**config.mk**
```make
export PLATFORM = sky130hd
export DESIGN_NAME = etx_top
export DESIGN_NICKNAME = d
export VERILOG_FILES = /design/src/design/etx_pkg.sv /design/src/design/etx_lane_out.sv /design/src/design/etx_packet_in.sv /design/src/design/etx_protocol.sv /design/src/design/etx_top.sv
export SDC_FILE = /design/constraint.sdc
export NUM_CORES = 1
export LEC_CHECK = 0
export BUFFER_PORTS_ARGS = -buffer_cell sky130_fd_sc_hd__buf_2
export CAP_MARGIN = 20
export CORE_MARGIN = 5
export CORE_UTILIZATION = 52
export CTS_CLUSTER_DIAMETER = 50
export CTS_CLUSTER_SIZE = 14
export DETAILED_ROUTE_END_ITERATION = 8
export HOLD_SLACK_MARGIN = 0.03
export PLACE_DENSITY = 0.75
export SYNTH_ARGS = -nofsm -noshare
export SYNTH_HDL_FRONTEND = slang
export SYNTH_SLANG_ARGS = --single-unit
```
**constraint.sdc**
```tcl
create_clock -name clk -period 5.73 [get_ports clk]
set_input_delay 0.2865 -clock clk [delete_from_list [all_inputs] [get_ports clk]]
set_output_delay 0.2865 -clock clk [all_outputs]
set_load 0.1 [all_outputs]
```
**src/design/etx_pkg.sv**
```systemverilog
//####################
// Link format constants and FSM state types for the transmit path
// Packet is fixed at 104 bits and field positions are not configurable
// Only ctrlmode[3:0] reaches the header, bit 4 stays internal
//####################
`default_nettype none

package etx_pkg;

   //####################
   // Packet fields
   //####################
   localparam int PKT_W         = 104;
   localparam int DMODE_W       = 2;
   localparam int CMODE_W       = 5;
   localparam int ADDR_W        = 32;
   localparam int DATA_W        = 32;

   localparam int PKT_WRITE_BIT = 0;    // Write flag
   localparam int PKT_DMODE_LSB = 1;    // 2:1
   localparam int PKT_CMODE_LSB = 3;    // 7:3
   localparam int PKT_DST_LSB   = 8;    // 39:8
   localparam int PKT_DATA_LSB  = 40;   // 71:40
   localparam int PKT_SRC_LSB   = 72;   // 103:72

   localparam logic [DMODE_W-1:0] DMODE_DOUBLE = 2'b11;
   localparam logic [ADDR_W-1:0]  BURST_STRIDE = 32'd8; // Next beat address step

   //####################
   // Link word layout
   //####################
   localparam int WORD_W       = 64;
   localparam int HDR_CTRL_LSB = 40;    // Control byte 47:40
   localparam int HDR_DST_LSB  = 8;     // dstaddr 39:8

   // Lane byte counting, MSB first
   localparam int             BYTE_CNT_W     = 3;
   localparam logic [BYTE_CNT_W-1:0] LAST_BYTE      = 3'd7;
   localparam logic [BYTE_CNT_W-1:0] HDR_MARK_BYTES = 3'd2; // Bytes framed low

   typedef enum logic [1:0] {
      TX_IDLE,
      TX_HEAD,     // Header word offered
      TX_BODY,     // Payload word offered
      TX_BURST     // Burst payload offered, no header
   } tx_state_t;

   typedef enum logic {
      LANE_IDLE,
      LANE_SHIFT
   } lane_state_t;

endpackage

`default_nettype wire

```
**src/design/etx_lane_out.sv**
```systemverilog
//####################
// Shifts 64-bit link words out as bytes, MSB first
// One idle cycle between words while word_ready is high
// lane_wait freezes byte, frame and counter
//####################
`timescale 1ns/1ps
`default_nettype none

module etx_lane_out
   import etx_pkg::*;
(
   input  wire               clk,
   input  wire               nreset,
   // Word side
   input  wire               word_valid,
   input  wire [WORD_W-1:0]  word_data,
   input  wire               word_frame,
   output logic              word_ready,
   // Lane side
   input  wire               lane_wait,
   output logic              lane_valid,
   output logic [7:0]        lane_data,
   output logic              lane_frame
);

   lane_state_t           state;
   logic [WORD_W-1:0]     shift_reg;   // Current byte sits in the top
   logic [BYTE_CNT_W-1:0] byte_cnt;
   logic                  frame_reg;   // Copy of word_frame
   logic                  word_xfer;
   logic                  byte_done;   // Byte counted this cycle
   logic                  hdr_mark;

   assign word_ready = (state == LANE_IDLE);
   assign word_xfer  = word_valid & word_ready;
   assign byte_done  = (state == LANE_SHIFT) & ~lane_wait;

   //####################
   // Byte sequencer
   //####################
   always_ff @(posedge clk) begin
      if (!nreset) begin
         state    <= LANE_IDLE;
         byte_cnt <= '0;
      end else begin
         case (state)
            LANE_IDLE: begin
               if (word_xfer) begin
                  state    <= LANE_SHIFT;
                  byte_cnt <= '0;
               end
            end
            default: begin
               if (byte_done) begin
                  if (byte_cnt == LAST_BYTE) begin
                     state <= LANE_IDLE;   // Ready again next cycle
                  end
                  byte_cnt <= byte_cnt + 1'b1;
               end
            end
         endcase
      end
   end

   // Shift register and frame copy
   always_ff @(posedge clk) begin
      if (word_xfer) begin
         shift_reg <= word_data;
         frame_reg <= word_frame;
      end else if (byte_done) begin
         shift_reg <= {shift_reg[WORD_W-9:0], 8'h00};  // Next byte up
      end
   end

   //####################
   // Lane outputs
   //####################
   // First two header bytes carry frame low
   assign hdr_mark   = ~frame_reg & (byte_cnt < HDR_MARK_BYTES);

   assign lane_valid = (state == LANE_SHIFT);
   assign lane_data  = shift_reg[WORD_W-1 -: 8];
   assign lane_frame = lane_valid & ~hdr_mark;

endmodule

`default_nettype wire

```
**src/design/etx_packet_in.sv**
```systemverilog
//####################
// Four-phase req/ack capture into a one-entry holding register
// Packet must stay stable while req is high
// ack is withheld while the register is full
//####################
`timescale 1ns/1ps
`default_nettype none

module etx_packet_in
   import etx_pkg::*;
(
   input  wire                clk,
   input  wire                nreset,
   // System side
   input  wire                req,
   input  wire [PKT_W-1:0]    packet,
   output logic               ack,
   // Decoded view of the held packet
   output logic               pkt_valid,
   output logic               pkt_write,
   output logic [DMODE_W-1:0] pkt_datamode,
   output logic [CMODE_W-1:0] pkt_ctrlmode,
   output logic [ADDR_W-1:0]  pkt_dstaddr,
   output logic [DATA_W-1:0]  pkt_data,
   output logic [ADDR_W-1:0]  pkt_srcaddr,
   input  wire                pkt_take
);

   logic             full;      // Holding register occupied
   logic [PKT_W-1:0] hold_pkt;  // Held packet
   logic             capture;

   // New request, previous one closed and room to store it
   assign capture = req & ~ack & ~full;

   //####################
   // Handshake and occupancy
   //####################
   always_ff @(posedge clk) begin
      if (!nreset) begin
         ack  <= 1'b0;
         full <= 1'b0;
      end else begin
         if (capture) begin
            ack <= 1'b1;
         end else if (ack && !req) begin
            ack <= 1'b0;            // Return to zero phase
         end

         if (capture) begin
            full <= 1'b1;
         end else if (pkt_take) begin
            full <= 1'b0;           // Protocol consumed it
         end
      end
   end

   // Held packet, loaded on capture
   always_ff @(posedge clk) begin
      if (capture) begin
         hold_pkt <= packet;
      end
   end

   //####################
   // Field decode
   //####################
   assign pkt_valid    = full;
   assign pkt_write    = hold_pkt[PKT_WRITE_BIT];
   assign pkt_datamode = hold_pkt[PKT_DMODE_LSB +: DMODE_W];
   assign pkt_ctrlmode = hold_pkt[PKT_CMODE_LSB +: CMODE_W];
   assign pkt_dstaddr  = hold_pkt[PKT_DST_LSB +: ADDR_W];
   assign pkt_data     = hold_pkt[PKT_DATA_LSB +: DATA_W];
   assign pkt_srcaddr  = hold_pkt[PKT_SRC_LSB +: ADDR_W];

endmodule

`default_nettype wire

```
**src/design/etx_protocol.sv**
```systemverilog
//####################
// Transmit FSM, ctrlmode override, burst detect and word format
// Holds one packet while the next waits in the input register
// Burst needs double writes, ctrlmode zero and address step of 8
//####################
`timescale 1ns/1ps
`default_nettype none

module etx_protocol
   import etx_pkg::*;
(
   input  wire                clk,
   input  wire                nreset,
   // Config
   input  wire                tx_enable,
   input  wire                burst_enable,
   input  wire                ctrlmode_bypass,
   input  wire [3:0]          ctrlmode,
   // Waiting packet from input side
   input  wire                pkt_valid,
   input  wire                pkt_write,
   input  wire [DMODE_W-1:0]  pkt_datamode,
   input  wire [CMODE_W-1:0]  pkt_ctrlmode,
   input  wire [ADDR_W-1:0]   pkt_dstaddr,
   input  wire [DATA_W-1:0]   pkt_data,
   input  wire [ADDR_W-1:0]   pkt_srcaddr,
   output logic               pkt_take,
   // Word stream to lane output
   output logic               word_valid,
   output logic [WORD_W-1:0]  word_data,
   output logic               word_frame,
   input  wire                word_ready,
   // Status
   output logic               tx_burst,
   output logic               tx_busy
);

   tx_state_t state;
   tx_state_t state_nxt;

   // Current packet, override already applied
   logic               cur_write;
   logic [DMODE_W-1:0] cur_datamode;
   logic [CMODE_W-1:0] cur_ctrlmode;
   logic [ADDR_W-1:0]  cur_dstaddr;
   logic [DATA_W-1:0]  cur_data;
   logic [ADDR_W-1:0]  cur_srcaddr;

   logic [CMODE_W-1:0] eff_ctrlmode;  // Waiting packet after override
   logic               word_xfer;
   logic               new_ok;
   logic               cur_match;
   logic               next_match;
   logic               addr_match;
   logic               burst_hit;
   logic [WORD_W-1:0]  hdr_word;
   logic [WORD_W-1:0]  pay_word;

   //####################
   // Control-mode override
   //####################
   // Bit 4 is never replaced
   assign eff_ctrlmode = ctrlmode_bypass ? {pkt_ctrlmode[CMODE_W-1], ctrlmode} :
                                           pkt_ctrlmode;

   always_ff @(posedge clk) begin
      if (pkt_take) begin
         cur_write    <= pkt_write;
         cur_datamode <= pkt_datamode;
         cur_ctrlmode <= eff_ctrlmode;
         cur_dstaddr  <= pkt_dstaddr;
         cur_data     <= pkt_data;
         cur_srcaddr  <= pkt_srcaddr;
      end
   end

   //####################
   // Burst detection
   //####################
   assign cur_match  = cur_write &
                       (cur_datamode == DMODE_DOUBLE) &
                       (cur_ctrlmode == '0);

   assign next_match = pkt_valid &
                       pkt_write &
                       (pkt_datamode == DMODE_DOUBLE) &
                       (eff_ctrlmode == '0);

   assign addr_match = ((cur_dstaddr + BURST_STRIDE) == pkt_dstaddr);

   assign burst_hit  = burst_enable & cur_match & next_match & addr_match;

   //####################
   // Transmit FSM
   //####################
   assign word_xfer = word_valid & word_ready;
   assign new_ok    = pkt_valid & tx_enable;    // Enable gates new traffic

   always_comb begin
      state_nxt = state;
      pkt_take  = 1'b0;
      case (state)
         TX_IDLE: begin
            if (new_ok) begin
               pkt_take  = 1'b1;
               state_nxt = TX_HEAD;
            end
         end
         TX_HEAD: begin
            if (word_xfer) begin
               state_nxt = TX_BODY;
            end
         end
         default: begin                         // TX_BODY or TX_BURST
            if (word_xfer) begin
               if (tx_enable && burst_hit) begin
                  pkt_take  = 1'b1;
                  state_nxt = TX_BURST;         // Payload only
               end else if (new_ok) begin
                  pkt_take  = 1'b1;
                  state_nxt = TX_HEAD;
               end else begin
                  state_nxt = TX_IDLE;
               end
            end
         end
      endcase
   end

   always_ff @(posedge clk) begin
      if (!nreset) begin
         state <= TX_IDLE;
      end else begin
         state <= state_nxt;
      end
   end

   //####################
   // Word formatting
   //####################
   always_comb begin
      hdr_word = '0;                            // Top two bytes are the start marker
      hdr_word[HDR_CTRL_LSB +: 8] = {cur_write, cur_datamode, cur_ctrlmode[3:0], 1'b0};
      hdr_word[HDR_DST_LSB +: ADDR_W] = cur_dstaddr;
   end

   assign pay_word = {cur_data, cur_srcaddr};

   assign word_valid = (state != TX_IDLE);
   assign word_frame = (state != TX_HEAD);      // 0 marks a header word
   assign word_data  = (state == TX_HEAD) ? hdr_word : pay_word;

   assign tx_burst = (state == TX_BURST);
   assign tx_busy  = (state != TX_IDLE);

endmodule

`default_nettype wire

```
**src/design/etx_top.sv**
```systemverilog
//####################
// Transmit link top, input side to protocol to lane output
// One lane_wait back-pressures all traffic
//####################
`timescale 1ns/1ps
`default_nettype none

module etx_top
   import etx_pkg::*;
(
   input  wire              clk,
   input  wire              nreset,
   // System packet port
   input  wire              req,
   input  wire [PKT_W-1:0]  packet,
   output logic             ack,
   // Config
   input  wire              tx_enable,
   input  wire              burst_enable,
   input  wire              ctrlmode_bypass,
   input  wire [3:0]        ctrlmode,
   // Lane
   input  wire              lane_wait,
   output logic             lane_valid,
   output logic [7:0]       lane_data,
   output logic             lane_frame,
   // Status
   output logic             tx_burst,
   output logic             tx_busy
);

   // Holding register to protocol
   logic               pkt_valid;
   logic               pkt_write;
   logic [DMODE_W-1:0] pkt_datamode;
   logic [CMODE_W-1:0] pkt_ctrlmode;
   logic [ADDR_W-1:0]  pkt_dstaddr;
   logic [DATA_W-1:0]  pkt_data;
   logic [ADDR_W-1:0]  pkt_srcaddr;
   logic               pkt_take;

   // Protocol to lane output
   logic               word_valid;
   logic [WORD_W-1:0]  word_data;
   logic               word_frame;
   logic               word_ready;

   etx_packet_in u_packet_in (
      .clk          (clk),
      .nreset       (nreset),
      .req          (req),
      .packet       (packet),
      .ack          (ack),
      .pkt_valid    (pkt_valid),
      .pkt_write    (pkt_write),
      .pkt_datamode (pkt_datamode),
      .pkt_ctrlmode (pkt_ctrlmode),
      .pkt_dstaddr  (pkt_dstaddr),
      .pkt_data     (pkt_data),
      .pkt_srcaddr  (pkt_srcaddr),
      .pkt_take     (pkt_take)
   );

   etx_protocol u_protocol (
      .clk             (clk),
      .nreset          (nreset),
      .tx_enable       (tx_enable),
      .burst_enable    (burst_enable),
      .ctrlmode_bypass (ctrlmode_bypass),
      .ctrlmode        (ctrlmode),
      .pkt_valid       (pkt_valid),
      .pkt_write       (pkt_write),
      .pkt_datamode    (pkt_datamode),
      .pkt_ctrlmode    (pkt_ctrlmode),
      .pkt_dstaddr     (pkt_dstaddr),
      .pkt_data        (pkt_data),
      .pkt_srcaddr     (pkt_srcaddr),
      .pkt_take        (pkt_take),
      .word_valid      (word_valid),
      .word_data       (word_data),
      .word_frame      (word_frame),
      .word_ready      (word_ready),
      .tx_burst        (tx_burst),
      .tx_busy         (tx_busy)
   );

   etx_lane_out u_lane_out (
      .clk        (clk),
      .nreset     (nreset),
      .word_valid (word_valid),
      .word_data  (word_data),
      .word_frame (word_frame),
      .word_ready (word_ready),
      .lane_wait  (lane_wait),
      .lane_valid (lane_valid),
      .lane_data  (lane_data),
      .lane_frame (lane_frame)
   );

endmodule

`default_nettype wire

```
* Word-level counts from Yosys, hierarchy flattened
Index checks and enable logic that the tools add are counted.
** Storage, ports and cells
- Latch bits :: 0
- Logic and storage cells :: 87
- Output and inout port bits :: 13
- Input port bits :: 115
- RAM bits :: 0
- ROM bits :: 0
- Register bits after elaboration :: 281
- Memories :: 0
** Operators by class
- Muxes and demuxes :: 25
- Order comparisons :: 1
- Reduce and logical (&&, ||, !) cells :: 14
- $add $sub $neg :: 2
- Bitwise operators :: 21
- Equal/unequal tests :: 10
- Divide/modulo/power cells :: 0
- Multipliers :: 0
- Shifts and indexed selects :: 0
** Operators with widths (count)
- $mux 64 :: 3
- $add 32x4->32 const B :: 1
- $eq 32x32->1 :: 1
- $and 1x1->1 :: 15
- $mux 1 :: 12
- $reduce_bool 2->1 :: 6
- $logic_not 5->1 :: 2
- $mux 3 :: 3
- $mux 2 :: 4
- $eq 2x2->1 const B :: 3
- $ne 2x1->1 const B :: 3
- $not 1->1 :: 6
- $mux 4 :: 1
- $pmux 2 s2 :: 1
- $add 3x1->3 const B :: 1
- $eq 3x3->1 const B :: 1
- $lt 3x2->1 const B :: 1
- $reduce_and 3->1 :: 1
- $eq 2x1->1 const B :: 1
- $logic_and 1x1->1 :: 2
- $logic_not 2->1 :: 1
- $ne 2x2->1 const B :: 1
- $pmux 1 s2 :: 1
- $reduce_and 2->1 :: 1
- $logic_not 1->1 :: 1

* Logic depth before layout (Yosys ltp)
- Depth in word-level cells :: 12
- Depth in mapped cells :: 8
- Depth with buffers taken out :: 8

* By module
Synthesis repeated with hierarchy kept, for this count alone.
** Unflattened totals
- Cell total of the unflattened synthesis :: 631
- Area total of the unflattened synthesis :: 11299.6 µm²
** Modules (own cells, without submodules)
- etx_protocol :: times used 1, seq. area each 3163.0 µm², cells an instance 351, area each 4976.0 µm²
- etx_packet_in :: times used 1, seq. area each 3163.0 µm², cells an instance 112, area each 3204.3 µm²
- etx_lane_out :: times used 1, seq. area each 2031.9 µm², cells an instance 168, area each 3119.2 µm²

* Least setup slack after synthesis
No wires, ideal clock.
- Path type :: reg2reg
- Start :: register u_packet_in.ack
- End :: register u_packet_in.hold_pkt[0] (enable)
- Cell stages (with the launch flop) :: 3
- Arrival :: 5502 ps
- Setup time :: 580 ps
- Required time :: 5150 ps
- Setup slack :: -353 ps
- Cell sequence :: dfxtp_1 -> nor2b_1 -> nor2b_1
** Between the ends
- Longest elaborated chain between the ends :: 3
** Ends and longest elaborated chain
- from (decl) :: RTL line etx_packet_in.sv:17 : output logic ack,
- from (signal assigned) :: RTL line etx_packet_in.sv:41 : ack <= 1'b0;
- from (signal assigned) :: RTL line etx_packet_in.sv:45 : ack <= 1'b1;
- from (signal assigned) :: RTL line etx_packet_in.sv:47 : ack <= 1'b0;
- $not 1->1 :: RTL line etx_packet_in.sv:34 : assign capture = req & ~ack & ~full;
- $and 1x1->1 (2 in series) :: RTL line etx_packet_in.sv:34
- net u_packet_in.capture :: RTL line etx_packet_in.sv:31 : logic capture;
- to (signal assigned) :: RTL line etx_packet_in.sv:61 : hold_pkt <= packet;
- to (decl) :: RTL line etx_packet_in.sv:30 : logic [PKT_W-1:0] hold_pkt;
The timed path passes the listed nets, and every way through them passes these cells.
A chain may end at the register's enable or synchronous reset.

* Worst setup path in the final report
- Start :: register u_protocol.state[1]
- End :: register u_protocol.cur_srcaddr[26] (enable)
** Between the ends
- Longest elaborated chain between the ends :: 4
** Ends and longest elaborated chain
- from (decl) :: RTL line etx_protocol.sv:38 : tx_state_t state;
- from (signal assigned) :: RTL line etx_protocol.sv:134 : state <= state_nxt;
- $reduce_bool 2->1 :: RTL line etx_protocol.sv:149 : assign word_valid = (state != TX_IDLE);
- $and 1x1->1 :: RTL line etx_protocol.sv:96 : assign word_xfer = word_valid & word_ready;
- $mux 1 :: RTL line etx_protocol.sv:115 : if (word_xfer) begin
- $pmux 1 s2 * :: RTL line etx_protocol.sv:102 : case (state)
- net pkt_take :: RTL line etx_top.sv:40 : logic pkt_take;
- to (signal assigned) :: RTL line etx_protocol.sv:73 : cur_srcaddr <= pkt_srcaddr;
- to (decl) :: RTL line etx_protocol.sv:47 : logic [ADDR_W-1:0] cur_srcaddr;
Mark *: on every way through the listed nets, which the timed path passes. The rest lies on a longest branch.

==> run summary <==
Floorplanning
* count of standard-cell rows: 53
* Chip Width: 154.7 um
* vertical die dimension: 154.7 um
* area of the core region: 20,820 sq um
* full die area: 23,940 sq um
* boundary pin count: 128
* effective utilization at floorplan: 52.32%

Timing
* fmax: 319.0 MHz
* Final setup violation count: 0
* Final Skew: 0.008380 ns
* headroom to the max-slew limit: 34.35%
* fin. max-slew vios: 0
* final cycle utilization of the critical path: 54.71%
* total negative slack: 0 ns
* Min Clock Period, post-route: 3.135 ns
* final-report hold violation count: 0
* unrepaired setup endpoints after global routing: no
* actual slew at the worst max-slew pin: 0.9842 ns
* worst setup slack after layout: 2.595 ns

Power
* maximum vdd ir drop: 288.0 uV
* Power Dens Cells: 339.3 nW/um^2
* Static Leak: 5.297 nW

Worst hold path
* Hold WC Path Type: input pin to flop

Final layout
* Layout area overhead: 26.61%
* layout cell share with drive strength beyond 1: 21.02%
* max reg flops: 104
* count of nets after finishing: 1,038
* Final Util: 66.24%

Clock tree
* maximum number of buffers from clock root to sink: 3
* number of clock buffers inserted by TritonCTS: 29
* number of buffers added to fix hold violations after cts: 107
* maximum level of the CTS H-tree: 1
* clock slew at reported path FFs: 0.06 ns
* source-to-sink clock delay at the later pin of the worst-skew pair: 0.55 ns
* TritonCTS clock tree: built
* # clock sinks: 281
* master cell of the clock root buffer: sky130_fd_sc_hd__clkbuf_16
* number of setup buffers added after CTS: 0
* CTS resizes: 0

Setup path
* kind of critical path: flop to flop
* worst-path fanout max: 64
* kind of start point of the critical path: flop
* critical path data required time: 5.92 ns
* data arrival time at the worst-slack endpoint: 3.33 ns
* endpoint kind of the worst setup timing path: flop

Synth
* number of standard cells after synthesis: 682
* total of warnings raised by yosys: 0
* Cell variety after synth: 54
* share of flip-flops with an asynchronous set or reset: 0%
* EDFF count, synth: 273
* leading post-synthesis cells by instance count: sky130_fd_sc_hd__edfxtp_1, sky130_fd_sc_hd__nand2_1, sky130_fd_sc_hd__o21ai_0
* Post-Synthesis Mean Instance Area: 15.97 sq um
* dominant cell by count in the synthesized netlist: sky130_fd_sc_hd__edfxtp_1
* sequential share of the synthesized area: 76.72%
* flip-flop and latch count after synthesis: 281
* Synth area leader: sky130_fd_sc_hd__edfxtp_1
* Yosys top cell area share: 75.25%
* Post-Syn Nets: 800
* Main synth FF type: sky130_fd_sc_hd__edfxtp_1
* top area cells in the synthesized netlist: sky130_fd_sc_hd__edfxtp_1, sky130_fd_sc_hd__mux2i_1, sky130_fd_sc_hd__nand2_1, sky130_fd_sc_hd__o21ai_0, sky130_fd_sc_hd__xnor2_1
* netlist area before placement: 10,890 sq um

GRT
* total routing usage reported by global routing: 17.93%
* initial antenna violation count: 1
* leftover overflow at the end of global routing: 0
* maximum number of pins on one net before global-route repair: 114
* number of global-route vias before repair: 6,297
* global-route wire length before repair: 33.57 mm

Routing
* drt drc: 0
* final WL: 21.61 mm
* iteration count of the initial detailed-routing pass: 5
* 1st-iter DRT viols: 530
* Vias: 6,287
* detail-routed net length per standard cell: 17.81 um
* average via count per standard cell: 5.183
* remaining antenna violation count after routing: 0

Placement
* total of buffers placed on input and output ports: 127
* post-placement worst setup slack: 2.545 ns
* HPWL after DPL: 13.09 mm
* RePlAce Congestion: 0.8338

Status
* outcome: complete, no violations

Job
* max_cap viols: 0

-- power by group --
group / internal (W) / switching (W)
Sequential: 0.00242 / 0.0000556
Clock: 0.00107 / 0.000776
Combinational: 0.000141 / 0.000217
-- worst max-delay path: stages, from the launching register on --
cell and delay (ns):
sky130_fd_sc_hd__dfxtp_1 0.39, sky130_fd_sc_hd__nand2b_4 0.77, sky130_fd_sc_hd__nand4_1 0.34, sky130_fd_sc_hd__inv_4 0.70, sky130_fd_sc_hd__buf_4 0.56
-- placed cells by master (no fill, tap or decap), types with 2 or more instances in the layout --
cell                            instances
sky130_fd_sc_hd__clkbuf_16             29
sky130_fd_sc_hd__nor2_1                11
sky130_fd_sc_hd__xnor2_1               22
sky130_fd_sc_hd__clkbuf_1               2
sky130_fd_sc_hd__and3_1                 4
sky130_fd_sc_hd__buf_4                  4
sky130_fd_sc_hd__a22oi_1                2
sky130_fd_sc_hd__bufinv_16              3
sky130_fd_sc_hd__nand4_2                2
sky130_fd_sc_hd__mux2i_1               40
sky130_fd_sc_hd__a21oi_1                8
sky130_fd_sc_hd__nand2_1               90
sky130_fd_sc_hd__xor2_1                22
sky130_fd_sc_hd__clkinv_2               4
sky130_fd_sc_hd__and2_1                10
sky130_fd_sc_hd__nand2b_4               2
sky130_fd_sc_hd__nand2b_1               4
sky130_fd_sc_hd__nor4_4                 3
sky130_fd_sc_hd__nand4_1                8
sky130_fd_sc_hd__edfxtp_1             273
sky130_fd_sc_hd__mux2_2                 5
sky130_fd_sc_hd__inv_6                  4
sky130_fd_sc_hd__nand4b_1               2
sky130_fd_sc_hd__nor2b_1                7
sky130_fd_sc_hd__buf_2                127
sky130_fd_sc_hd__a31oi_1                4
sky130_fd_sc_hd__nor3_1                 8
sky130_fd_sc_hd__dfxtp_1                8
sky130_fd_sc_hd__nand3_1               13
sky130_fd_sc_hd__clkinv_4               2
sky130_fd_sc_hd__o21ai_0               59
sky130_fd_sc_hd__nor4_1                 7
sky130_fd_sc_hd__ha_1                   3
sky130_fd_sc_hd__inv_1                  5
sky130_fd_sc_hd__dlygate4sd3_1        107
sky130_fd_sc_hd__o2111ai_1              2
-- per-layer routing --
layer  part of all wire, %  GRT usage [%]  vias up
li1                      -              -     3044
met1                    41          23.37     3013
met2                    51          31.18      184
met3                   5.1          3.302       46
met4                   2.6          4.836        0
met5                     0              0        -
-- layout make-up --
class                      count  area, sq um
tap                          275        344.1
multi-input combinational    363         2385
timing repair buffer         238         1737
inverter                       7        28.78
antenna                        1        2.502
clock buffer                  31        733.2
fill                        1440         7029
sequential                   281         8358
clock inverter                17        205.2
-- through the flow --
stage | instances | power [W] | area [sq um] | hold WS [ns]
after floorplan | 682 | 0.002709 | 10900 | 0.3854
after global placement | 1057 | 0.002808 | 11780 | 0.4005
after detailed placement | 1057 | 0.002818 | 11780 | 0.4045
after CTS | 1212 | 0.004716 | 13790 | 0.04680
after global routing | 1213 | 0.004849 | 13790 | 0.05222
final | 1213 | 0.004681 | 13790 | 0.06650
-- worst paths after layout --
path,depth (start not counted),slack (ns),endpoint,start
hold reg to reg,0,0.42,u_protocol.cur_srcaddr[18]$_DFFE_PP_,u_packet_in.hold_pkt[90]$_DFFE_PP_
setup / recovery,4,2.59,u_protocol.cur_srcaddr[26]$_DFFE_PP_,u_protocol.state[1]$_SDFFE_PN0P_
setup reg to reg,4,2.59,u_protocol.cur_srcaddr[26]$_DFFE_PP_,u_protocol.state[1]$_SDFFE_PN0P_
hold / removal,2,0.07,u_protocol.cur_ctrlmode[1]$_DFFE_PP_,ctrlmode[1]
-- cells by family (layout without fill, tap and decap cells) --
logic type / Yosys count / in the layout / synth area share (%)
multiplexers: 45 / 45 / 4.192
flip-flops: 281 / 281 / 76.72
buffers and inverters: 38 / 293 / 1.596
other: 0 / 1 / 0
AO/OA/AOI/OAI: 86 / 86 / 4.491
XOR/XNOR: 44 / 44 / 3.537
AND/OR/NAND/NOR: 185 / 185 / 9.119
adder cells (fa/ha/maj): 3 / 3 / 0.3446
Note: power is estimated with default switching activity, not from simulation.
